$ cat config.mk
export PLATFORM = sky130hd
export DESIGN_NAME = serial_port
export DESIGN_NICKNAME = d
export VERILOG_FILES = /design/src/gb_io_pkg.sv /design/src/serial_port.sv
export VERILOG_INCLUDE_DIRS = /design/src
export SDC_FILE = /design/constraint.sdc
export NUM_CORES = 1
export LEC_CHECK = 0
export BUFFER_PORTS_ARGS = -buffer_cell sky130_fd_sc_hd__buf_4
export CAP_MARGIN = 15
export CORE_UTILIZATION = 30
export CTS_CLUSTER_DIAMETER = 40
export DETAILED_ROUTE_END_ITERATION = 10
export SYNTH_ARGS = -nofsm -noshare
export SYNTH_HDL_FRONTEND = slang
export SYNTH_SLANG_ARGS = --single-unit
$ cat constraint.sdc
create_clock -name clk_cpu -period 2.78 [get_ports clk_cpu]
set_input_delay 0.834 -clock clk_cpu [delete_from_list [all_inputs] [get_ports clk_cpu]]
set_output_delay 0.834 -clock clk_cpu [all_outputs]
set_load 0.01 [all_outputs]
$ cat src/gb_io_config.svh
/*
 * Build constants for the console I/O glue.
 * Include in any module that needs addresses, RAM sizes or serial timing.
 */
`ifndef GB_IO_CONFIG_SVH
`define GB_IO_CONFIG_SVH

// --------------------------------------------------
// serial port timing
`define GB_SERIAL_BIT_CYCLES 512       // clk_cpu cycles per shifted bit (8192 Hz)

// --------------------------------------------------
// internal memories
`define GB_WRAM_ADDR_W     15          // 32 KiB work ram, 8 banks of 4 KiB
`define GB_ZP_ADDR_W       7           // 127 byte zero page
`define GB_WRAM_BANK_RESET 1           // svbk after reset

// --------------------------------------------------
// io register addresses
`define GB_ADDR_JOYP 16'hFF00          // p1
`define GB_ADDR_SB   16'hFF01          // serial data, dummy
`define GB_ADDR_SC   16'hFF02          // serial control
`define GB_ADDR_IF   16'hFF0F
`define GB_ADDR_SVBK 16'hFF70          // cgb wram bank
`define GB_ADDR_IE   16'hFFFF

// interrupt vectors
`define GB_IRQ_VEC_BASE 8'h40          // vblank entry
`define GB_IRQ_VEC_STEP 8'd8           // spacing between entries
`define GB_IRQ_VEC_NONE 8'h55          // nothing pending

`endif

$ cat src/gb_io_pkg.sv
/*
 * Shared types for the I/O glue: bus payloads, region codes,
 * interrupt bit layout and the two decodings of a written io byte.
 */
package gb_io_pkg;

	// cpu side request payload, valid/ready handshake around it
	typedef struct packed {
		logic [15:0] addr;
		logic [7:0]  wdata;
		logic        wr;     // 1 write, 0 read
	} bus_req_t;

	// cartridge port payload, same layout as the cpu request
	typedef struct packed {
		logic [15:0] addr;
		logic [7:0]  wdata;
		logic        wr;
	} cart_req_t;

	// decoded target of an access
	typedef enum logic [3:0] {
		RGN_ROM,    // $0000-$7fff cart rom
		RGN_CRAM,   // $a000-$bfff cart ram
		RGN_WRAM,   // $c000-$dfff
		RGN_ZPRAM,  // $ff80-$fffe
		RGN_JOYP,
		RGN_SB,
		RGN_SC,
		RGN_IF,
		RGN_IE,
		RGN_SVBK,
		RGN_NONE    // dropped space, reads $ff
	} region_e;

	// matches the IF / IE bit order, vblank in bit 0
	typedef struct packed {
		logic joypad;   // bit 4, lowest priority
		logic serial;
		logic timer;
		logic lcd;
		logic vblank;   // bit 0
	} irq_t;

	typedef struct packed {
		logic       start;      // bit 7, transfer running
		logic [5:0] unused;
		logic       shift_clk;  // bit 0, internal clock
	} sc_view_t;

	typedef struct packed {
		logic [1:0] unused_hi;
		logic [1:0] sel;        // bits 5:4, row selects, active low
		logic [3:0] unused_lo;
	} joyp_view_t;

	// written byte as seen by the serial and joypad units
	typedef union packed {
		logic [7:0] raw;
		sc_view_t   sc_view;
		joyp_view_t joyp_view;
	} io_byte_u;

endpackage

$ cat src/serial_port.sv
/*
 * Dummy serial port. A transfer with internal clock runs 8 bit times,
 * then raises serial_irq and drops the start bit. No data is shifted.
 */
`timescale 1ns/1ps
`include "gb_io_config.svh"

module serial_port #(
	parameter int BIT_CYCLES = `GB_SERIAL_BIT_CYCLES
) (
	input  logic                 clk_cpu,
	input  logic                 reset,
	input  logic                 sc_wr,
	input  gb_io_pkg::io_byte_u  wdata,
	output logic [7:0]           sc_rdata,
	output logic                 serial_irq
);
	localparam int DIV_W = $clog2(BIT_CYCLES + 1);

	logic             start_q, shift_clk_q;
	logic [DIV_W-1:0] div_q;          // cycles within one bit
	logic [3:0]       bit_cnt;        // bits done
	logic             bit_tick;

	assign bit_tick = (div_q == DIV_W'(BIT_CYCLES - 1));

	always_ff @(posedge clk_cpu) begin
		if (reset) begin
			start_q     <= 1'b0;
			shift_clk_q <= 1'b0;
			div_q       <= '0;
			bit_cnt     <= 4'd0;
			serial_irq  <= 1'b0;
		end else begin
			serial_irq <= 1'b0;
			if (sc_wr) begin
				start_q     <= wdata.sc_view.start;
				shift_clk_q <= wdata.sc_view.shift_clk;
				div_q       <= '0;
				bit_cnt     <= 4'd0;
			end else if (start_q && shift_clk_q) begin   // external clock never runs
				if (bit_cnt == 4'd8) begin
					serial_irq <= 1'b1;
					start_q    <= 1'b0;
					bit_cnt    <= 4'd0;
				end else if (bit_tick) begin
					div_q   <= '0;
					bit_cnt <= bit_cnt + 4'd1;
				end else begin
					div_q <= div_q + DIV_W'(1);
				end
			end
		end
	end

	assign sc_rdata = {start_q, 6'h3F, shift_clk_q};

	a_bit_cnt: assert property (@(posedge clk_cpu) disable iff (reset) bit_cnt <= 4'd8);

endmodule

; ---- Word-level counts from Yosys, hierarchy flattened
; Index checks and enable logic that the tools add are counted.
[totals]
ff_bits = 17
latch_bits = 0
ramBits = 0
romBits = 0
inputBits = 11
word_cells = 27
mem_count = 0
[classes]
n_addsub = 2
n_mul = 0
div = 0
magnitude_cmp = 0
n_eq_ne = 2
shift = 0
n_mux = 7
n_bitwise = 2
n_reduce_logical = 9
[op_table]
columns = operator, n
row1 = "10-bit by 1-bit adder with 10-bit output, second input constant", 1
row2 = "10-bit by 9-bit == test with 1-bit output, second input constant", 1
row3 = 10-bit 2-to-1 mux, 1
row4 = 4-bit 2-to-1 mux, 2
row5 = 2-bit AND reduction, 3
row6 = 2-bit nonzero test, 3
row7 = "4-bit by 1-bit adder with 4-bit output, second input constant", 1
row8 = "4-bit == test, second input constant", 1
row9 = 1-bit 2-to-1 mux, 4
row10 = 3-bit OR reduction, 1
row11 = 1-bit inverter, 2
row12 = 2-bit OR reduction, 1
row13 = 1-bit logical AND, 1

; ---- Longest topological paths before layout
[depth]
depth_word = 4
ltp_mapped = 7

; ---- Worst setup path before layout
; OpenSTA, ideal clock, no wires.
[synth_path]
kind = register to register
start = register bit_cnt[0]
end = register div_q[9]
setup_ps = 69
arrival_time_ps = 1861
t_required_ps = 2711
path_slack_ps = 850
path_stages_with_launch = 8
path_buffers = 1
period_less_slack_ps = 1930
cell_sequence = dfxtp_1 inv_1 ha_1 and3b_1 buf_6 or4_4 or3_1 a21oi_2
[synth_via]
elab_chain_len = 3
[synth_lines]
columns = item, line_no
row1 = from (decl), serial_port.sv:22  ; logic [3:0] bit_cnt;
row2 = from (signal assigned), serial_port.sv:48  ; bit_cnt <= bit_cnt + 4'd1;
row3 = 4-bit == test, serial_port.sv:42  ; if (bit_cnt == 4'd8) begin
row4 = 1-bit inverter (no source line), n/a
row5 = 2-bit AND reduction (no source line), n/a
row6 = to (signal assigned), serial_port.sv:50  ; div_q <= div_q + DIV_W'(1);
row7 = to (decl), serial_port.sv:21  ; logic [DIV_W-1:0] div_q;
; No other way between the ends.
; A chain may end at the register's enable or synchronous reset.

; ---- Worst setup path after layout
[layout_path]
start = register bit_cnt[0]
end = register div_q[4]
; Same word-level chain as after synthesis.

==> metrics.md <==
| Metric | Value |
|---|---|
| Final GP Congestion | 0.6855 |
| Comb pwr share | 5.4% |
| Final layout net count | 124 |
| Outcome | complete, no violations |
| YS warnings | 0 |
| # H-tree levels | 1 |
| Share of layout cells above drive strength 1 | 13.76% |
| DRC viols | 0 |
| Asr flop ratio synth | 0% |
| Total CTS buffers | 3 |
| Max-Cap Viols | 0 |
| Critical path type | reg -> reg |
| Clock Power Share | 33.6% |
| Setup WS pre-CTS | 0.5258 ns |
| Seq/Total Area, Yosys | 38.47% |
| Antenna violations before repair | 0 |
| Most frequent cells in the layout | dfxtp_1, nor2_1, nand2_1, xnor2_1, buf_4 |
| Peak VDD IR | 0.2426 mV |
| Gr usage total | 10.62% |
| Post-DP HPWL | 1139 um |
| Fillers | 292 |
| DR iter-0 viols | 9 |
| Fin. Hold Viols | 0 |
| Sequential power share | 61.0% |
| Worst skew pair latency | 0.30 ns |
| Min-delay src | div_q[8] |
| Port Buffers | 7 |
| R2R depth | 6 |
| Critical path launch point type | flop |
| Post-synth EDFFs | 0 |
| Switching fraction of total power | 24.16% |
| Ports | 20 |
| Tightest Pin Transition | 0.5274 ns |
| CP peak stage delay | 0.60 ns |
| Vias | 707 |
| Worst Setup SP | bit_cnt[0] |
| Net Switching | 0.09786 mW |
| Setup TNS Final | 0 ns |
| Max clock buf depth | 2 |
| Width of the die | 56.30 um |
| Hold WS | 0.4893 ns |
| Unrepaired setup endpoints after global routing | false |
| Pin count of the biggest net entering global routing | 12 |
| Relative slew slack | 64.60% |
| Reg-to-reg startpoint | bit_cnt[0] |
| HP Class | reg -> reg |
| Hold Path Sink | div_q[8] |
| Post_cts resized | 0 |
| Sink Count | 17 |
| Die area | 3170 sq um |
| Worst EP required | 2.95 ns |
| Vias per cell | 5.050 |
| PwrDens | 429.4 nW/um^2 |
| Routed Antenna Nets | 0 |
| Gr ovfl total | 0 |
| Worst-path clk slew | 0.11 ns |
| Syn_area_per_cell | 8.506 sq um |
| CP Capture Type | flop |
| PnR Total Power | 0.4051 mW |
| Worst R2R Setup Slack | 0.51 ns |
| Yosys reg bits | 17 |
| FMAX | 439.9 MHz |
| Initial cell density of the core | 31.80% |
| Root cell of the clock tree | clkbuf_4 |
| Gate Count Post-Synth | 104 |
| Worst EP arrival | 2.44 ns |
| CTS tree | yes |
| Global-route wire length before repair | 2649 um |
| Hold buffers post-CTS | 0 |
| Core area | 2781 sq um |
| Number of global-route vias before repair | 592 |
| Synth unique cells | 33 |
| Critical path, cell by cell | inv_1 -> ha_1 -> and3b_1 -> or4_1 -> o21ai_1 -> nor2_1 |
| Slowest-stage cell, CP | or4_1 |
| Final-report setup violation count | 0 |
| # rows | 19 |
| Commonest non-fill, non-tap cell in the layout | dfxtp_1 |
| Area growth, synth to finish | 6.648% |
| Internal power | 0.3072 mW |
| CP max FO | 11 |
| R2r endpoint | div_q[4] |
| Final period util | 81.78% |
| Pre-antenna DRT Iters | 4 |
| Post-route minimum period | 2.273 ns |
| Final wirelength | 1491 um |
| Pleak | 0.3164 nW |
| DIE HEIGHT | 56.30 um |
| # diodes | 0 |
| Synthesized cell area | 884.6 sq um |
| Post-CTS Setup Bufs | 0 |
| Synth Flop Type | dfxtp_1 |
| Hold Path Stages | 2 |
| Setup ws final | 0.5065 ns |
| Slew Viols, Final | 0 |
| Layout Skew | 0.01128 ns |
| Wirelength per Cell | 10.65 um |
## final cells by class
cell class                      count  area (sq um)  share of cell area [%]
Multi-Input combinational cell     78         473.0                   50.13
Sequential cell                    17         340.3                   36.07
Timing Repair Buffer                7         52.55                   5.570
Tap cell                           31         38.79                   4.111
Clock buffer                        3         22.52                   2.387
Inverter                            3         11.26                   1.194
Clock inverter                      1         5.005                  0.5305
## worst max-delay path, delay by kind of cell (launching register included)
kind                     cells  cell delay (ns)
AND/OR/NAND/NOR              3             0.99
flip-flops                   1             0.42
AO/OA/AOI/OAI                1             0.46
adder cells (fa/ha/maj)      1             0.20
buffers and inverters        1             0.06
## layer usage
metal	track usage, %	share of wire (%)	vias up
met1	15.19	50	327
met4	5.226	2.7	0
met2	15.14	44	14
li1	-	-	362
met3	2.074	2.7	4
met5	0	0	-
## state kept, by name, indices dropped and copies added (netlist names)
signal / count
bit_cnt: 4
div_q: 10
shift_clk_q: 1
start_q: 1
serial_irq: 1
## power groups by stage
stage,combinational (mW),clock [mW],sequential [mW]
after global placement,0.0216,0,0.252
final,0.0219,0.136,0.247
after floorplan,0.0207,0,0.252
after global routing,0.0248,0.151,0.248
after detailed placement,0.0221,0,0.253
after CTS,0.0222,0.139,0.247
## how the worst max path moves through the flow
| stage | end | slack (ns) |
|---|---|---|
| after floorplan | div_q[9] | 0.85 |
| after global placement | div_q[0] | 0.56 |
| after detailed placement | div_q[4] | 0.53 |
| after CTS | div_q[4] | 0.48 |
| after global routing | div_q[4] | 0.31 |
| final | div_q[4] | 0.51 |
## logic make-up (layout without fill, tap and decap cells)
group	Yosys count	count (layout)	synth area share [%]
AOI/OAI and AO/OA	13	13	9.477
xor gates and xnor gates	7	7	6.931
adders and majority gates	3	3	4.244
buffers and inverters	14	14	10.18
DFF	17	17	38.47
muxes	1	1	1.132
other	1	6	0.4239
and+or+nand+nor	48	48	29.14
## stage by stage
stage,area [sq um],cells,utilization (%)
final,943.4,140,33.92
after global placement,915.9,136,32.93
after detailed placement,915.9,136,32.93
after global routing,943.4,140,33.92
after floorplan,903.4,109,-
after CTS,943.4,140,33.92
## Yosys cell counts (2+ instances only)
master	number	area share, %
or4_1	3	2.5
dfxtp_1	17	38
buf_4	8	6.8
ha_1	3	4.2
xnor2_1	7	6.9
a21oi_1	3	1.7
clkbuf_1	2	0.85
nor2_1	13	5.5
nor4_1	2	1.4
o21ai_0	3	1.7
o21ai_1	2	1.1
nand3_1	5	2.8
nand4_1	4	2.8
nand2_1	11	4.7
inv_1	3	1.3
(Power assumes the default switching activity.)
