### src/gb_io_config.svh
/*
 * Build constants for the console I/O glue.
 * Include in any module that needs addresses, RAM sizes or serial timing.
 */
`ifndef GB_IO_CONFIG_SVH
`define GB_IO_CONFIG_SVH

// --------------------------------------------------
// serial port timing
`define GB_SERIAL_BIT_CYCLES 512       // clk_cpu cycles per shifted bit (8192 Hz)

// --------------------------------------------------
// internal memories
`define GB_WRAM_ADDR_W     15          // 32 KiB work ram, 8 banks of 4 KiB
`define GB_ZP_ADDR_W       7           // 127 byte zero page
`define GB_WRAM_BANK_RESET 1           // svbk after reset

// --------------------------------------------------
// io register addresses
`define GB_ADDR_JOYP 16'hFF00          // p1
`define GB_ADDR_SB   16'hFF01          // serial data, dummy
`define GB_ADDR_SC   16'hFF02          // serial control
`define GB_ADDR_IF   16'hFF0F
`define GB_ADDR_SVBK 16'hFF70          // cgb wram bank
`define GB_ADDR_IE   16'hFFFF

// interrupt vectors
`define GB_IRQ_VEC_BASE 8'h40          // vblank entry
`define GB_IRQ_VEC_STEP 8'd8           // spacing between entries
`define GB_IRQ_VEC_NONE 8'h55          // nothing pending

`endif

### src/gb_io_pkg.sv
/*
 * Shared types for the I/O glue: bus payloads, region codes,
 * interrupt bit layout and the two decodings of a written io byte.
 */
package gb_io_pkg;

	// cpu side request payload, valid/ready handshake around it
	typedef struct packed {
		logic [15:0] addr;
		logic [7:0]  wdata;
		logic        wr;     // 1 write, 0 read
	} bus_req_t;

	// cartridge port payload, same layout as the cpu request
	typedef struct packed {
		logic [15:0] addr;
		logic [7:0]  wdata;
		logic        wr;
	} cart_req_t;

	// decoded target of an access
	typedef enum logic [3:0] {
		RGN_ROM,    // $0000-$7fff cart rom
		RGN_CRAM,   // $a000-$bfff cart ram
		RGN_WRAM,   // $c000-$dfff
		RGN_ZPRAM,  // $ff80-$fffe
		RGN_JOYP,
		RGN_SB,
		RGN_SC,
		RGN_IF,
		RGN_IE,
		RGN_SVBK,
		RGN_NONE    // dropped space, reads $ff
	} region_e;

	// matches the IF / IE bit order, vblank in bit 0
	typedef struct packed {
		logic joypad;   // bit 4, lowest priority
		logic serial;
		logic timer;
		logic lcd;
		logic vblank;   // bit 0
	} irq_t;

	typedef struct packed {
		logic       start;      // bit 7, transfer running
		logic [5:0] unused;
		logic       shift_clk;  // bit 0, internal clock
	} sc_view_t;

	typedef struct packed {
		logic [1:0] unused_hi;
		logic [1:0] sel;        // bits 5:4, row selects, active low
		logic [3:0] unused_lo;
	} joyp_view_t;

	// written byte as seen by the serial and joypad units
	typedef union packed {
		logic [7:0] raw;
		sc_view_t   sc_view;
		joyp_view_t joyp_view;
	} io_byte_u;

endpackage

### src/joypad.sv
/*
 * P1 joypad register. Two active low row selects over the 8 key matrix,
 * pressed keys read as 0. Any falling row line raises joy_irq.
 */
`timescale 1ns/1ps

module joypad (
	input  logic                 clk_cpu,
	input  logic                 reset,
	input  logic [7:0]           joystick,   // 1 = pressed
	input  logic                 joyp_wr,
	input  gb_io_pkg::io_byte_u  wdata,
	output logic [7:0]           joyp_rdata,
	output logic                 joy_irq
);
	logic [1:0] sel_q;
	logic [3:0] row_dir, row_btn;
	logic [7:0] lines_q, lines_qq;   // two stage sample for edge detect

	// deselected row floats high
	assign row_dir = ~{joystick[2], joystick[3], joystick[1], joystick[0]} | {4{sel_q[0]}};
	assign row_btn = ~{joystick[7], joystick[6], joystick[5], joystick[4]} | {4{sel_q[1]}};

	assign joyp_rdata = {2'b11, sel_q, row_dir & row_btn};

	always_ff @(posedge clk_cpu) begin
		if (reset) begin
			sel_q    <= 2'b00;
			lines_q  <= 8'hFF;
			lines_qq <= 8'hFF;
		end else begin
			if (joyp_wr)
				sel_q <= wdata.joyp_view.sel;
			lines_q  <= {row_dir, row_btn};
			lines_qq <= lines_q;
		end
	end

	assign joy_irq = |(lines_qq & ~lines_q);   // high to low on any line

endmodule

### config.mk
export PLATFORM = sky130hd
export DESIGN_NAME = joypad
export DESIGN_NICKNAME = d
export VERILOG_FILES = /design/src/gb_io_config.svh /design/src/gb_io_pkg.sv /design/src/joypad.sv
export SDC_FILE = /design/constraint.sdc
export NUM_CORES = 1
export LEC_CHECK = 0
export ABC_AREA = 1
export BUFFER_PORTS_ARGS = -buffer_cell sky130_fd_sc_hd__buf_2
export CORE_UTILIZATION = 40
export DETAILED_ROUTE_END_ITERATION = 8
export PLACE_DENSITY = 0.82
export SLEW_MARGIN = 20
export SYNTH_ARGS = -nofsm -noshare
export SYNTH_HDL_FRONTEND = slang
export SYNTH_SLANG_ARGS = --single-unit
### constraint.sdc
create_clock -name clk_cpu -period 0.8 [get_ports clk_cpu]
set_input_delay 0.08 -clock clk_cpu [delete_from_list [all_inputs] [get_ports clk_cpu]]
set_output_delay 0.08 -clock clk_cpu [all_outputs]
set_load 0.05 [all_outputs]
* Word level (Yosys, flattened, before mapping) *
Cells that the tools add are included.

operators by class
  reduce and logical (&&, ||, !) cells = 1
  bitwise gates (word level) = 7

operator list
  cell              count
  $and A8 B8 Y8     1
  $not A4 Y4        2
  $not A8 Y8        1
  $or A4 B4 Y4      2
  $reduce_or A8 Y1  1
  $and A4 B4 Y4     1

storage, ports and cells
  bits of input ports = 19
  logic and storage cells = 11
  bits in registers = 18
  output and inout port bits = 9

* Longest topological paths before layout *
Gate-level depths: netlist of the first run.

  depth in word-level cells = 3
  gate-level depth with buffers = 5
  mapped depth without buffers = 5

* Least setup slack after synthesis of the first run *
OpenSTA, ideal clock, no wires.

  path kind = register -> output
  start = reg sel_q[0]
  end = out joyp_rdata[0]
  data arrival time = 1219 ps
  required time = 720 ps
  buffers on the path = 0
  setup slack = -499 ps
  stages on the path, launching flop included = 5
  cells stage by stage = dfxtp_1 inv_2 nand2_1 nand2_1 inv_1

between the ends
  longest elaborated chain between the ends = 2

RTL lines
  item                      line          text
  start: declaration        joypad.sv:16  logic [1:0] sel_q;
  start signal: assignment  joypad.sv:33  sel_q <= wdata.joyp_view.sel;
  $or A4 B4 Y4              joypad.sv:21  assign row_dir = ~{joystick[2], joystick[3], joystick[1], joystick[0]} | {4{sel_q[0]}};
  $and A4 B4 Y4             joypad.sv:24  assign joyp_rdata = {2'b11, sel_q, row_dir & row_btn};
  end: declaration          joypad.sv:13  output logic [7:0] joyp_rdata,

No other way between the ends.

* Worst setup path in the final report of the first run *
  start = reg sel_q[1]
  end = out joyp_rdata[3]

between the ends
  longest elaborated chain between the ends = 2

RTL lines
  item           line          text
  $or A4 B4 Y4   joypad.sv:22  assign row_btn = ~{joystick[7], joystick[6], joystick[5], joystick[4]} | {4{sel_q[1]}};
  $and A4 B4 Y4  joypad.sv:24

No other way between the ends.

==> results.txt, run 1 <==
routability congestion estimate = 0.6624
DRT Wirelength = 1369 um
DRC viols = 0
EDFF count, synth = 0
power density cells = 1975 mW/mm^2
RSZ-0062 raised after global routing = true
final design utilization = 66.58%
maximum clock frequency = 826.6 MHz
Core Area = 0.001524 sq mm
initial DRC count = 5
worst skew pair latency = 290 ps
Final setup viols = 7
FFs w/ async S/R, synth = 0%
cells after synthesis = 85
final slew viol count = 0
R2R setup slack = 40 ps
NumNets Final = 136
Hold Path Stages = 2
HP Class = in -> reg
Final Total Pwr = 2.004 mW
Max IR drop VDD = 1058 uV
Max clock buf depth = 2
most frequent cell after synthesis = nand2_1
CTS root buf = clkbuf_4
post-synthesis sequential area ratio = 55.07%
Die ar. = 0.001802 sq mm
Seq cells post-synth = 18
GRT overflow = 0
DR vias = 583
Num CTS Buffers = 3
Antenna Cells = 0
status = finished, violations left
critical path capture point type = primary output
Layout Skew = 4.029 ps
area grow syn2layout = 55.07%
synth unique cells = 13
CTS clk-pin slew, worst paths = 100 ps
average routed wire per standard cell = 10.37 um
Final Cycle Share = 151.2%
ys flop type = dfxtp_1
setup TNS = -2241 ps
startpoint types = register
post-layout minimum cycle time = 1210 ps
Worst R2R Path Depth = 3
Sink Count = 18
Via density = 4.417
Total GRT Usage = 17.04%
Hold WS = 18.45 ps
initial core utilization = 42.94%
reg2reg start = sel_q[1]
Die Height = 42.45 um
final number of hold-violating endpoints = 0
DRT Pass-1 Iters = 2
quantity of I/O buffers inserted on ports = 19
top-area cell type share of the netlist area = 55.07%
failing checks = setup timing
mapped cell area = 654.4 sq um
FP Rows = 14
H-tree depth = 1
Final WS setup = -409.8 ps
list of most frequent post-synthesis cells = nand2_1, dfxtp_1, inv_1, nand3_1
Reg-to-Reg End = lines_q[2]
Max-Cap Viols = 0
maximum fanout along the worst path = 6
Pleak = 0.5162 nW
filler cell count = 133
vias in the first global route = 553
WS Path Type = reg -> out
Top Ports = 28
WP data required = 720 ps
Synth area leader = dfxtp_1
first-pass GRT wire length = 2249 um
CP arrival = 1130 ps
largest net degree at the start of global routing = 19
chip width = 42.45 um
Post-Syn Area per Cell = 7.699 sq um
yosys warns = 0
layout cells sized above 1 = 46.55%
TritonCTS clock tree = yes
post-route ant nets = 0
hold_sp = joystick[3]
ranking of synthesized cells by area = dfxtp_1, nand2_1, inv_1, nand3_1, nand3_2
initial antenna violation count = 0
WHS Endpoint = lines_q[6]
post-detail-place hpwl = 920.8 um
-- layout by cell type (no fill, tap or decap), drive strengths merged --
master	synthesis	layout
nand2	33	33
a21oi	2	2
nor2	2	2
clkbuf	0	4
dlygate4sd3	0	6
nand3	8	8
buf	3	23
conb	1	2
inv	16	12
clkinvlp	0	4
dfxtp	18	18
o21ai	2	2
-- layer usage --
layer | routed length, um | track usage [%] | vias to the layer above
li1 | - | - | 306
met1 | 517 | 18.45 | 252
met2 | 721 | 28.92 | 21
met3 | 94 | 6.897 | 4
met4 | 36 | 7.500 | 0
met5 | 0 | 0 | -
-- cell type report --
type	count	area [sq um]	area share, %
clock buffers	4	36.28	3.576
inverters	16	87.58	8.631
repair buffers	29	240.2	23.67
well taps	16	20.02	1.973
flip-flops and latches	18	369.1	36.37
multi-input cells	49	261.5	25.77
-- power by group --
group	switching, mW	internal, mW
clock network	0.269	0.277
logic	0.302	0.194
registers	0.0201	0.941
-- worst max-delay path by stage --
stage,slack [ps],end,from
6_report,-410,joyp_rdata[3],sel_q[1]
5_1_grt,-460,joyp_rdata[3],sel_q[1]
4_1_cts,-380,joyp_rdata[0],sel_q[0]
3_5_place_dp,-90,joyp_rdata[0],sel_q[0]
3_3_place_gp,-80,joy_irq,lines_q[4]
2_1_floorplan,-120,joyp_rdata[0],sel_q[1]
-- flip-flops by register name, indices dropped and copies added, names as in the netlist --
register / cells
sel_q: 2
lines_qq: 8
lines_q: 8
-- what timing repair did --
action,CTS,global route
hold endpoints to repair,5,1
gates resized for setup,16,8
pin swaps,1,2
hold buffers,5,1
gates cloned,0,0
endpoints found under the setup margin,7,7
setup buffers,1,0
-- cell families after synthesis --
kind of cell / Yosys count / share of synthesized area, %
AO/OA/AOI/OAI: 4 / 3.059
AND/OR/NAND/NOR: 43 / 27.73
buffers and inverters: 19 / 13.58
flip-flops: 18 / 55.07
other: 1 / 0.5731
-- stage by stage --
step	setup slack, ps	instances	area [sq um]
finish	-409.8	132	1015
global route	-461.1	132	1015
CTS	-380.1	131	983.4
detailed placement	-90.96	121	834.6
global placement	-84.83	121	834.6
floorplan	-123.8	86	723.2
-- worst max-delay path: stages, from the launching register on --
cell	delay, ps
dfxtp_4	380
inv_6	80
nand2_2	50
nand2_2	90
clkinvlp_4	90
buf_6	150
(Power assumes the default switching activity.)
==> inputs of run 2 (changes only) <==
--- a/config.mk
+++ b/config.mk
@@ -7,9 +7,9 @@
 export LEC_CHECK = 0
 export ABC_AREA = 1
 export BUFFER_PORTS_ARGS = -buffer_cell sky130_fd_sc_hd__buf_2
-export CORE_UTILIZATION = 40
+export CORE_UTILIZATION = 44
 export DETAILED_ROUTE_END_ITERATION = 8
-export PLACE_DENSITY = 0.82
+export PLACE_DENSITY = 0.85
 export SLEW_MARGIN = 20
 export SYNTH_ARGS = -nofsm -noshare
 export SYNTH_HDL_FRONTEND = slang
==> constraint.sdc (replaced) <==
create_clock -name clk_cpu -period 1.3 [get_ports clk_cpu]
set_input_delay 0.13 -clock clk_cpu [delete_from_list [all_inputs] [get_ports clk_cpu]]
set_output_delay 0.13 -clock clk_cpu [all_outputs]
set_load 0.05 [all_outputs]
==> results.txt, run 2 (synthesized netlist as in run 1, its figures left out) <==
CTS root buf = clkbuf_4
Core Area = 0.001350 sq mm (-11%)
Num CTS Buffers = 3 (unchanged)
Max-Cap Viols = 0 (unchanged)
family with the most delay on the worst path = flip-flops
DRT Pass-1 Iters = 4 (+2)
worst skew pair latency = 290 ps (about the same)
average routed wire per standard cell = 9.725 um (-6.2%)
setup TNS = 0 ps (+2241 ps)
Die ar. = 0.001646 sq mm (-8.7%)
CP arrival = 1110 ps (-20 ps)
layout cells sized above 1 = 27.62% (-19 points)
initial antenna violation count = 0 (unchanged)
Top Registers = lines_q (8), lines_qq (8), sel_q (2)
final number of hold-violating endpoints = 0 (unchanged)
CTS clk-pin slew, worst paths = 90 ps (about the same)
NumNets Final = 126 (-7.4%)
first-pass GRT wire length = 1787 um (-21%)
DRT Wirelength = 1167 um (-15%)
Die Height = 40.57 um (-4.4%)
Total GRT Usage = 17.28% (+0.24 points)
critical path capture point type = primary output
routability congestion estimate = 0.6851 (+3.4%)
power density cells = 1359 mW/mm^2 (-31%)
GRT overflow = 0 (unchanged)
Pleak = 0.4661 nW (-9.7%)
Hold WS = 27.91 ps (+9.463 ps)
chip width = 40.57 um (-4.4%)
WP data required = 1170 ps (+450 ps)
post-detail-place hpwl = 894.6 um (-2.8%)
Max clock buf depth = 2 (unchanged)
quantity of I/O buffers inserted on ports = 19 (unchanged)
initial core utilization = 48.47% (+5.5 points)
GR Layer Usage met1 = 17.47% (-0.98 points)
most frequent cells in the layout = nand2_1, dfxtp_1, buf_2
slowest CP cell = dfxtp_2
Final Cycle Share = 95.03%
Placed Cells = 117 (-3.3%)
Final Total Pwr = 1.070 mW (-47%)
Sink Count = 18 (unchanged)
Top Ports = 28 (unchanged)
Layout Skew = 3.134 ps (-0.8957 ps)
Layout Cells excl Fill = 120 (-9.1%)
maximum clock frequency = 809.5 MHz
largest net degree at the start of global routing = 19 (unchanged)
status = completed
RSZ-0062 raised after global routing = false
Max IR drop VDD = 827.4 uV (-22%)
worst stage delay on the critical path = 360 ps (-20 ps)
crit path cell chain = inv_4 -> nand2_1 -> nand2_1 -> inv_1 -> clkbuf_4
TritonCTS clock tree = yes
maximum fanout along the worst path = 9 (+3)
Antenna Cells = 0 (unchanged)
H-tree depth = 1 (unchanged)
Top cell by count, worst path = nand2_1
Final setup viols = 0 (-7)
WS Path Type = reg -> out
GR peak layer = met2
vias in the first global route = 458 (-17%)
met2 GRT Util = 32.14% (+3.2 points)
Via density = 4.533 (+2.6%)
Worst Path Buf+Inv = 3 (unchanged)
met3 Resource Use GR = 3.333% (-3.6 points)
FP Rows = 13 (-1)
final design utilization = 58.29% (-8.3 points)
post-layout minimum cycle time = 1235 ps
HP Class = in -> reg
final slew viol count = 0 (unchanged)
post-route ant nets = 0 (unchanged)
DR vias = 544 (-6.7%)
initial DRC count = 7 (+2)
startpoint types = register
area grow syn2layout = 20.27%
DRC viols = 0 (unchanged)
most common library cell in the layout ignoring fill and taps = nand2_1
run 2: cell types whose count changed in the layout (fill, tap and decap cells not counted), moves of 3 or more:
cell | previous run | this run
nand2_1 | 20 | 33
buf_6 | 6 | 1
buf_2 | 12 | 15
inv_1 | 9 | 13
clkinvlp_4 | 4 | 0
dlygate4sd3_1 | 6 | 0
nand2_2 | 10 | 0
nand2_4 | 3 | 0
run 2: timing repair:
action                                  in CTS  in global routing
hold endpoints to repair                     0                  0
hold buffers                                 0                  0
gates cloned                                 0                  0
setup buffers                                0                  0
endpoints found under the setup margin       1                  5
resized for setup                            1                  6
run 2: worst paths after layout:
| kind | from | end | slack [ps] | cells past startpoint |
|---|---|---|---|---|
| worst max-delay path | sel_q[0] | joyp_rdata[1] | 60 | 5 |
| worst min-delay path | joystick[3] | lines_q[6] | 30 | 2 |
| worst max register to register | sel_q[1] | lines_q[3] | 630 | 2 |
| worst min register to register | lines_q[4] | lines_qq[4] | 420 | 2 |
run 2: metal layers:
| metal | wire [um] | vias to the layer above |
|---|---|---|
| met5 | 0 | - |
| met4 | 42 | 0 |
| met3 | 48 | 4 |
| met2 | 631 | 22 |
| met1 | 444 | 231 |
| li1 | - | 287 |
run 2: worst reg2reg max path: stages, from the launching register on:
cell and delay, ps:
dfxtp_2 330, inv_2 120, nand3_1 100
run 2: cell type report:
cell class / count / area [sq um]
Clock buffer: 3 / 22.52
Fill cell: 130 / 563.0
Inverter: 16 / 65.06
Multi-Input combinational cell: 49 / 209.0
Sequential cell: 18 / 362.8
Tap cell: 15 / 18.77
Timing Repair Buffer: 19 / 108.9
run 2: metrics by stage:
stage	setup slack, ps	cell area, sq um
4_1_cts	21.21	773.2
2_1_floorplan	144.6	660.6
6_report	64.62	787.0
5_1_grt	5.735	787.0
3_3_place_gp	351.0	748.2
3_5_place_dp	322.4	748.2
run 2: where the power goes:
group / total, mW / switching [mW] / internal, mW / leakage [nW]
logic: 0.217 / 0.154 / 0.0630 / 0.303
clock network: 0.263 / 0.155 / 0.108 / 0.0138
registers: 0.590 / 0.00948 / 0.580 / 0.149
total: 1.07 / 0.318 / 0.751 / 0.466
