$ cat config.mk
export PLATFORM = sky130hd
export DESIGN_NAME = bus_decoder
export DESIGN_NICKNAME = d
export VERILOG_FILES = /design/src/gb_io_pkg.sv /design/src/bus_decoder.sv
export VERILOG_INCLUDE_DIRS = /design/src
export SDC_FILE = /design/constraint.sdc
export NUM_CORES = 1
export LEC_CHECK = 0
export BUFFER_PORTS_ARGS = -buffer_cell sky130_fd_sc_hd__buf_2
export CELL_PAD_IN_SITES_DETAIL_PLACEMENT = 0
export CELL_PAD_IN_SITES_GLOBAL_PLACEMENT = 1
export CORE_MARGIN = 3
export CORE_UTILIZATION = 27
export CTS_CLUSTER_SIZE = 8
export DETAILED_ROUTE_END_ITERATION = 10
export GPL_TIMING_DRIVEN = 0
export PLACE_DENSITY = 0.85
export SLEW_MARGIN = 0
export SYNTH_ARGS = -nofsm -noshare
export SYNTH_HDL_FRONTEND = slang
export SYNTH_SLANG_ARGS = --single-unit
$ cat constraint.sdc
create_clock -name clk_cpu -period 2.2 [get_ports clk_cpu]
set_input_delay 0.11 -clock clk_cpu [delete_from_list [all_inputs] [get_ports clk_cpu]]
set_output_delay 0.11 -clock clk_cpu [all_outputs]
set_load 0.02 [all_outputs]
$ cat src/gb_io_config.svh
/*
 * Build constants for the console I/O glue.
 * Include in any module that needs addresses, RAM sizes or serial timing.
 */
`ifndef GB_IO_CONFIG_SVH
`define GB_IO_CONFIG_SVH

// --------------------------------------------------
// serial port timing
`define GB_SERIAL_BIT_CYCLES 512       // clk_cpu cycles per shifted bit (8192 Hz)

// --------------------------------------------------
// internal memories
`define GB_WRAM_ADDR_W     15          // 32 KiB work ram, 8 banks of 4 KiB
`define GB_ZP_ADDR_W       7           // 127 byte zero page
`define GB_WRAM_BANK_RESET 1           // svbk after reset

// --------------------------------------------------
// io register addresses
`define GB_ADDR_JOYP 16'hFF00          // p1
`define GB_ADDR_SB   16'hFF01          // serial data, dummy
`define GB_ADDR_SC   16'hFF02          // serial control
`define GB_ADDR_IF   16'hFF0F
`define GB_ADDR_SVBK 16'hFF70          // cgb wram bank
`define GB_ADDR_IE   16'hFFFF

// interrupt vectors
`define GB_IRQ_VEC_BASE 8'h40          // vblank entry
`define GB_IRQ_VEC_STEP 8'd8           // spacing between entries
`define GB_IRQ_VEC_NONE 8'h55          // nothing pending

`endif

$ cat src/gb_io_pkg.sv
/*
 * Shared types for the I/O glue: bus payloads, region codes,
 * interrupt bit layout and the two decodings of a written io byte.
 */
package gb_io_pkg;

	// cpu side request payload, valid/ready handshake around it
	typedef struct packed {
		logic [15:0] addr;
		logic [7:0]  wdata;
		logic        wr;     // 1 write, 0 read
	} bus_req_t;

	// cartridge port payload, same layout as the cpu request
	typedef struct packed {
		logic [15:0] addr;
		logic [7:0]  wdata;
		logic        wr;
	} cart_req_t;

	// decoded target of an access
	typedef enum logic [3:0] {
		RGN_ROM,    // $0000-$7fff cart rom
		RGN_CRAM,   // $a000-$bfff cart ram
		RGN_WRAM,   // $c000-$dfff
		RGN_ZPRAM,  // $ff80-$fffe
		RGN_JOYP,
		RGN_SB,
		RGN_SC,
		RGN_IF,
		RGN_IE,
		RGN_SVBK,
		RGN_NONE    // dropped space, reads $ff
	} region_e;

	// matches the IF / IE bit order, vblank in bit 0
	typedef struct packed {
		logic joypad;   // bit 4, lowest priority
		logic serial;
		logic timer;
		logic lcd;
		logic vblank;   // bit 0
	} irq_t;

	typedef struct packed {
		logic       start;      // bit 7, transfer running
		logic [5:0] unused;
		logic       shift_clk;  // bit 0, internal clock
	} sc_view_t;

	typedef struct packed {
		logic [1:0] unused_hi;
		logic [1:0] sel;        // bits 5:4, row selects, active low
		logic [3:0] unused_lo;
	} joyp_view_t;

	// written byte as seen by the serial and joypad units
	typedef union packed {
		logic [7:0] raw;
		sc_view_t   sc_view;
		joyp_view_t joyp_view;
	} io_byte_u;

endpackage

$ cat src/bus_decoder.sv
/*
 * Cpu bus front end. Decodes each request, forwards cartridge accesses
 * with back-pressure, strobes the io registers and returns read data.
 */
`timescale 1ns/1ps
`include "gb_io_config.svh"

module bus_decoder (
	input  logic                 clk_cpu,
	input  logic                 reset,
	input  gb_io_pkg::bus_req_t  req,
	input  logic                 req_valid,
	output logic                 req_ready,
	output logic                 rsp_valid,
	output logic [7:0]           rsp_rdata,
	output gb_io_pkg::cart_req_t cart_req,
	output logic                 cart_valid,
	input  logic                 cart_ready,
	input  logic                 cart_rsp_valid,
	input  logic [7:0]           cart_rdata,
	output gb_io_pkg::region_e   region,
	output logic                 ram_rd,
	output logic                 ram_wr,
	input  logic [7:0]           ram_rdata,
	input  logic [7:0]           svbk_rdata,
	output logic                 joyp_wr,
	output logic                 sc_wr,
	output logic                 if_wr,
	output logic                 ie_wr,
	output logic                 svbk_wr,
	output gb_io_pkg::io_byte_u  wdata,
	input  logic [7:0]           joyp_rdata,
	input  logic [7:0]           sc_rdata,
	input  logic [7:0]           if_rdata,
	input  logic [7:0]           ie_rdata
);
	import gb_io_pkg::*;

	typedef enum logic [1:0] {S_IDLE, S_CREQ, S_CWAIT} state_e;

	state_e     state;
	region_e    rd_rgn_q;    // where the pending read comes from
	logic       xfer, is_cart, is_ram, int_rd, cart_done;
	logic       rd_open;     // read accepted, response not yet given
	logic [7:0] reg_rdata, data_q;

	// --------------------------------------------------
	// address decode
	always_comb begin
		if (!req.addr[15])                   region = RGN_ROM;
		else if (req.addr[15:13] == 3'b101)  region = RGN_CRAM;
		else if (req.addr[15:13] == 3'b110)  region = RGN_WRAM;   // no echo
		else if (req.addr == `GB_ADDR_IE)    region = RGN_IE;     // before zp, same page
		else if (req.addr[15:7] == 9'h1FF)   region = RGN_ZPRAM;
		else if (req.addr == `GB_ADDR_JOYP)  region = RGN_JOYP;
		else if (req.addr == `GB_ADDR_SB)    region = RGN_SB;
		else if (req.addr == `GB_ADDR_SC)    region = RGN_SC;
		else if (req.addr == `GB_ADDR_IF)    region = RGN_IF;
		else if (req.addr == `GB_ADDR_SVBK)  region = RGN_SVBK;
		else                                 region = RGN_NONE;
	end

	assign xfer    = req_valid && req_ready;
	assign is_cart = (region == RGN_ROM) || (region == RGN_CRAM);
	assign is_ram  = (region == RGN_WRAM) || (region == RGN_ZPRAM);
	assign int_rd  = xfer && !req.wr && !is_cart;
	assign cart_done = (state == S_CWAIT) && cart_rsp_valid;

	// strobes, all on the transfer edge
	assign ram_rd  = xfer && !req.wr && is_ram;
	assign ram_wr  = xfer && req.wr && is_ram;
	assign joyp_wr = xfer && req.wr && (region == RGN_JOYP);
	assign sc_wr   = xfer && req.wr && (region == RGN_SC);
	assign if_wr   = xfer && req.wr && (region == RGN_IF);
	assign ie_wr   = xfer && req.wr && (region == RGN_IE);
	assign svbk_wr = xfer && req.wr && (region == RGN_SVBK);
	assign wdata.raw = req.wdata;

	always_comb begin
		case (region)
			RGN_JOYP: reg_rdata = joyp_rdata;
			RGN_SC:   reg_rdata = sc_rdata;
			RGN_IF:   reg_rdata = if_rdata;
			RGN_IE:   reg_rdata = ie_rdata;
			RGN_SVBK: reg_rdata = svbk_rdata;
			default:  reg_rdata = 8'hFF;      // sb and unmapped
		endcase
	end

	// --------------------------------------------------
	// cartridge fsm, one access in flight
	assign req_ready  = (state == S_IDLE);
	assign cart_valid = (state == S_CREQ);

	always_ff @(posedge clk_cpu) begin
		if (reset) begin
			state     <= S_IDLE;
			rsp_valid <= 1'b0;
			rd_open   <= 1'b0;
		end else begin
			rsp_valid <= int_rd || cart_done;
			if (xfer && !req.wr)
				rd_open <= 1'b1;
			else if (rsp_valid)
				rd_open <= 1'b0;      // response handed out
			case (state)
				S_IDLE:  if (xfer && is_cart) state <= S_CREQ;
				S_CREQ:  if (cart_ready) state <= cart_req.wr ? S_IDLE : S_CWAIT;
				S_CWAIT: if (cart_rsp_valid) state <= S_IDLE;
				default: state <= S_IDLE;
			endcase
		end
	end

	always_ff @(posedge clk_cpu) begin
		if (xfer && is_cart)
			cart_req <= '{addr: req.addr, wdata: req.wdata, wr: req.wr};
		if (xfer && !req.wr)
			rd_rgn_q <= region;
		if (int_rd)
			data_q <= reg_rdata;       // register value at the transfer edge
		else if (cart_done)
			data_q <= cart_rdata;
	end

	// ram data arrives a cycle late from internal_ram
	assign rsp_rdata = (rd_rgn_q == RGN_WRAM || rd_rgn_q == RGN_ZPRAM) ? ram_rdata : data_q;

	a_cart_hold: assert property (@(posedge clk_cpu) disable iff (reset)
		cart_valid && !cart_ready |=> $stable(cart_req));
	a_rsp_has_read: assert property (@(posedge clk_cpu) disable iff (reset)
		rsp_valid |-> rd_open);

endmodule

Word level (Yosys, flattened, before mapping)
Cells that the tools add are included.
{ "word_totals": {"reg_bits": 40, "input_bits": 86} }
{ "classes": {"eq_ne": 24, "muxes": 19, "reduce_logical": 23} }
{ "ops": {"columns": ["cell", "count"], "rows": [
  ["16-bit == test (second input constant)", 6],
  ["8-bit case mux with 5 select lines", 1],
  ["4-bit 2-to-1 mux", 9],
  ["8-bit 2-to-1 mux", 3],
  ["4-bit by 2-bit == test with 1-bit output (second input constant)", 4],
  ["1-bit logical AND", 13],
  ["4-bit by 3-bit == test with 1-bit output (second input constant)", 3],
  ["2-bit 2-to-1 mux", 5],
  ["9-bit == test (second input constant)", 1],
  ["4-bit == test (second input constant)", 2],
  ["3-bit == test (second input constant)", 2],
  ["2-bit case mux with 3 select lines", 1],
  ["4-bit by 1-bit == test with 1-bit output (second input constant)", 1],
  ["4-bit zero test", 1],
  ["1-bit logical OR", 4],
  ["2-bit by 1-bit != test with 1-bit output (second input constant)", 2],
  ["3-bit AND reduction", 1],
  ["2-bit by 1-bit == test with 1-bit output (second input constant)", 1],
  ["2-bit == test (second input constant)", 1],
  ["1-bit zero test", 2],
  ["2-bit zero test", 1],
  ["2-bit != test (second input constant)", 1],
  ["2-bit nonzero test", 1]
]} }

Depth between registers and ports, before layout
{ "depth": {"ltp_word": 16, "mapped_depth": 7} }

Worst setup path after synthesis
Ideal clock, no wire load.
{ "synth_timing": {"path_type": "flip-flop to flip-flop", "start": "reg state[0]", "end": "reg cart_req[0] in the netlist's numbering (enable)", "setup_time_ns": 0.417, "t_arrival_ns": 2.118, "required_ns": 1.783, "path_slack_ns": -0.335, "stages_incl_launch_ff": 4, "period_less_slack_ns": 2.535, "path_cell_list": "dfxtp_1 > nor2_1 > nand2_1 > a21oi_1"} }
{ "synth_between": {"elab_chain_len": 3} }
{ "synth_rtl": {"columns": ["item", "line_no", "text"], "rows": [
  ["start: declaration", "bus_decoder.sv:41", "state_e state;"],
  ["start signal: assignment", "bus_decoder.sv:108", "S_CREQ: if (cart_ready) state <= cart_req.wr ? S_IDLE : S_CWAIT;"],
  ["2-bit zero test", "bus_decoder.sv:92", "assign req_ready = (state == S_IDLE);"],
  ["named net req_ready", "bus_decoder.sv:13", "output logic req_ready,"],
  ["1-bit logical AND", "bus_decoder.sv:63", "assign xfer = req_valid && req_ready;"],
  ["1-bit logical AND", "bus_decoder.sv:116", "if (xfer && is_cart)"],
  ["end signal: assignment", "bus_decoder.sv:117", "cart_req <= '{addr: req.addr, wdata: req.wdata, wr: req.wr};"],
  ["end: declaration", "bus_decoder.sv:16", "output gb_io_pkg::cart_req_t cart_req,"]
]} }
The timed path passes the listed nets, and every way through them passes these cells.
A chain may end at the register's enable or synchronous reset.

Final worst setup path
{ "layout_timing": {"start": "in req[20] in the netlist's numbering", "end": "out region[1]"} }
{ "layout_between": {"elab_chain_len": 11, "word_cells_on_any_way": 17} }
{ "layout_rtl": {"columns": ["item", "line_no", "text"], "rows": [
  ["start: declaration", "bus_decoder.sv:11", "input gb_io_pkg::bus_req_t req,"],
  ["16-bit == test (no line)", null, null],
  ["2-bit 2-to-1 mux", "bus_decoder.sv:59", "else if (req.addr == `GB_ADDR_SVBK) region = RGN_SVBK;"],
  ["4-bit 2-to-1 mux", "bus_decoder.sv:58", "else if (req.addr == `GB_ADDR_IF) region = RGN_IF;"],
  ["4-bit 2-to-1 mux", "bus_decoder.sv:57", "else if (req.addr == `GB_ADDR_SC) region = RGN_SC;"],
  ["4-bit 2-to-1 mux", "bus_decoder.sv:56", "else if (req.addr == `GB_ADDR_SB) region = RGN_SB;"],
  ["4-bit 2-to-1 mux", "bus_decoder.sv:55", "else if (req.addr == `GB_ADDR_JOYP) region = RGN_JOYP;"],
  ["4-bit 2-to-1 mux", "bus_decoder.sv:54", "else if (req.addr[15:7] == 9'h1FF) region = RGN_ZPRAM;"],
  ["4-bit 2-to-1 mux *", "bus_decoder.sv:53", "else if (req.addr == `GB_ADDR_IE) region = RGN_IE;"],
  ["4-bit 2-to-1 mux *", "bus_decoder.sv:52", "else if (req.addr[15:13] == 3'b110) region = RGN_WRAM;"],
  ["4-bit 2-to-1 mux *", "bus_decoder.sv:51", "else if (req.addr[15:13] == 3'b101) region = RGN_CRAM;"],
  ["4-bit 2-to-1 mux *", "bus_decoder.sv:50", "if (!req.addr[15]) region = RGN_ROM;"],
  ["end: declaration", "bus_decoder.sv:21", "output gb_io_pkg::region_e region,"]
]} }
Every way passes the cells marked *; elsewhere a longest branch is shown, timed or not.

==> flow_summary_export.csv <==
group,metric,value,unit
power_and_ir_drop,peakVddDrop,214,µV
critical_path,worstSetupPathType,"input pin to primary output",
yosys,synth_enable_flop_cells,36,
critical_path,crit_path_max_fanout,7,
clocking,post_cts.repair.setup_buffers,0,
min_path,holdCritPathClass,"input pin to flip-flop",
global_routing,maximum_number_of_pins_on_one_net_before_global_route_repair,27,
yosys,synth_seq_area_share,0.544,
clocking,clk_root_buffer_cell,"clkbuf_8",
die,floorplan.io_pins,141,
die,die_height,94.1,µm
sta,final-hold-violation-count,0,
place,globalplace.congestion,0.810,
drt,antenna_violating_nets_post_route,0,
die,floorplan.die_area,8860,µm²
critical_path,cp_cell_sequence,"buf_2, nand4_1, or2_2, or4_1, a21oi_1, nor2_1, buf_2",
critical_path,endpoint_kind,"primary output",
critical_path,critPathBufInv,2,
sta,finalHoldWorstSlack,0.0144,ns
critical_path,startpoint_class,"input pin",
drt,routed_wire_length_per_instance,15.2,µm
clocking,clk_pin_slew_worst_paths,0.08,ns
drt,route.detailed.vias_per_inst,4.78,
clocking,ctsLongestPathBuffers,2,
status,status,"finished, final reports clean",
place,dpl_cell_area,2930,µm²
global_routing,antenna_found_initial,0,
sta,final.setup.worst_slack,0.0777,ns
yosys,synthesis.instances,174,
yosys,yosysWarnings,0,
place,dp.cells,413,
cells_and_area,antenna-diode-count,0,
cells_and_area,final_net_count,408,
global_routing,grt_use_total,0.143,
sta,timing.setup.tns,0,ns
drt,number_of_violations_reported_at_the_end_of_detailed_routing_iteration_0,106,
place,post-place-ws,-0.391,ns
drt,route.final.wire_length,6410,µm
clocking,clk-insertion-delay-late,0.28,ns
cells_and_area,post_layout_nonfiller_instances,422,
die,starting_utilization_of_the_core_area,0.283,
yosys,yosysUniqueCellTypes,44,
sta,fin_worst_skew,0.00777,ns
clocking,cts_tree,"done",
yosys,ys_ff_latch,39,
critical_path,slowest_delay,0.56,ns
die,fp-row-count,31,
cells_and_area,area_growth,47.1,%
critical_path,wp_data_required,2.09,ns
yosys,synth.cell_area,2100,µm²
clocking,tritoncts_num_sinks,39,
global_routing,first_pass_grt_wire_length,9830,µm
sta,max_freq,471,MHz
yosys,synth.top_cells.by_area,"edfxtp_1, mux2_2, o2bb2ai_1, dfxtp_1, buf_4",
yosys,post-synth-top-area-fraction,0.516,
yosys,asyncSetResetFlopFracSynth,0,
sta,maxSlewViolCount,0,
sta,worst_pin_slew,0.832,ns
power_and_ir_drop,power_leakage,0.00128,µW
sta,final_period_minus_worst_setup_slack,2.12,ns
drt,drt_drc_violations_left,0,
flow_run,drv.max_cap_violation_count,0,
critical_path,critical-path-top-cell-by-count,"buf_2",
cells_and_area,layout.cell_area.non_filler,3080,µm²
die,die_width,94.1,µm
sta,finalCritPeriodShare,0.965,
yosys,cell_type_contributing_the_most_total_cell_area_after_synthesis,"edfxtp_1",
sta,unrepaired_setup_endpoints_after_global_routing,"yes",
place,place_hpwl,5300,µm
global_routing,global_route.overflow_total,0,
cells_and_area,final_layout_size_suffix_gt1_frac,0.573,
sta,setup_violations,0,
drt,detailroute.via_count,2018,
sta,slew_headroom,0.441,
clocking,cts_made_buffers,5,
critical_path,worstPathArrival,2.01,ns
critical_path,slowest_stage,"or4_1",
die,coreArea,7410,µm²
yosys,yosys_most_used_dff,"edfxtp_1",
power_and_ir_drop,power.density_cell_area,538,nW/µm²
yosys,synthesis.area_per_instance,12.1,µm²
drt,first_pass_iters,4,
yosys,post_syn_nets,260,
clocking,htree_num_levels,2,
global_routing,first_global_vias,1995,
place,number_of_port_buffers,140,
critical_path,timing.critical_path.max_delay_family,"simple AND/OR/NAND/NOR gates",
-- Yosys cell counts (2+ instances only) --
cell type,count
and3_1,2
a22oi_1,3
a222oi_1,5
o22ai_1,3
a21oi_1,4
nor3_1,4
nor2_1,16
inv_1,5
clkbuf_1,2
o2111a_1,2
mux2_2,11
o2bb2ai_1,7
nor2b_1,3
a211oi_1,4
nand3_1,3
or4_1,3
nor3b_1,2
nor4_1,4
buf_4,8
o21ai_0,9
nand2_1,4
nand4_1,3
dfxtp_1,3
a221oi_1,5
a31oi_1,2
and2_1,2
or3_1,2
buf_2,2
edfxtp_1,36
-- sequential cells by signal, indices dropped and copies added, names as in the netlist --
register	flops
data_q	8
rd_rgn_q	3
rsp_valid	1
state	2
cart_req	25
-- what timing repair did --
action / in CTS / in global routing
hold buffers: 1 / 1
endpoints found under the setup margin: 25 / 22
pin swaps: 0 / 1
hold endpoints to repair: 1 / 1
cloned: 0 / 0
gates resized for setup: 5 / 4
-- logic make-up after synthesis --
logic type,after synthesis,share of synthesized area
buffers and inverters,18,0.0513
AO/OA/AOI/OAI,47,0.171
AND/OR/NAND/NOR,59,0.174
multiplexers,11,0.0591
flip-flops,39,0.544
-- layout make-up --
class	instances	area [µm²]
Fill cell	759	4320
Sequential cell	39	1140
Multi-Input combinational cell	117	910
Timing Repair Buffer	142	721
Tap cell	99	124
Buffer	12	85.1
Clock buffer	6	72.6
Inverter	5	18.8
Clock inverter	2	12.5
-- through the flow --
stage | utilization | total power [µW]
2_1_floorplan | - | 1040
3_3_place_gp | 0.395 | 1200
6_report | 0.416 | 1660
3_5_place_dp | 0.395 | 1210
5_1_grt | 0.416 | 1750
4_1_cts | 0.411 | 1680
-- layer usage --
layer  part of all wire  global-route usage  up-vias
met5                  0                   0        -
met4              0.018              0.0457        0
met3              0.065              0.0313        8
met2               0.49               0.238       86
met1               0.43               0.185      918
li1                   -                   -     1006
-- placed cells by master (no fill, tap or decap), types with 3 or more instances in the layout --
cell type,instances
nor2_1,16
edfxtp_1,36
dfxtp_1,3
inv_1,5
o21ai_0,8
a22oi_1,3
nor2b_1,3
nor3_1,3
buf_4,8
a222oi_1,5
a221oi_1,5
or4_1,3
o2bb2ai_1,7
mux2_2,11
nand2_1,4
a211oi_1,3
o22ai_1,3
clkbuf_8,5
buf_2,142
nor4_1,3
nand4_1,3
-- power breakdown --
part	switching, µW	internal (µW)	total (µW)
registers	10.7	855	866
logic	190	139	330
clock network	242	222	464
total	443	1220	1660
-- worst paths after layout --
path / startpoint / slack [ns] / depth (start not counted) / end
setup / recovery: req[20] / 0.08 / 7 / region[1]
hold / removal: req[5] / 0.01 / 1 / cart_req[5]$_DFFE_PP_
setup reg to reg: state[0]$_SDFFE_PP0P_ / 0.24 / 6 / data_q[6]$_DFFE_PP_
hold reg to reg: cart_req[0]$_DFFE_PP_ / 0.60 / 3 / state[1]$_SDFFE_PP0P_
Power figures use the tool's default switching activity.
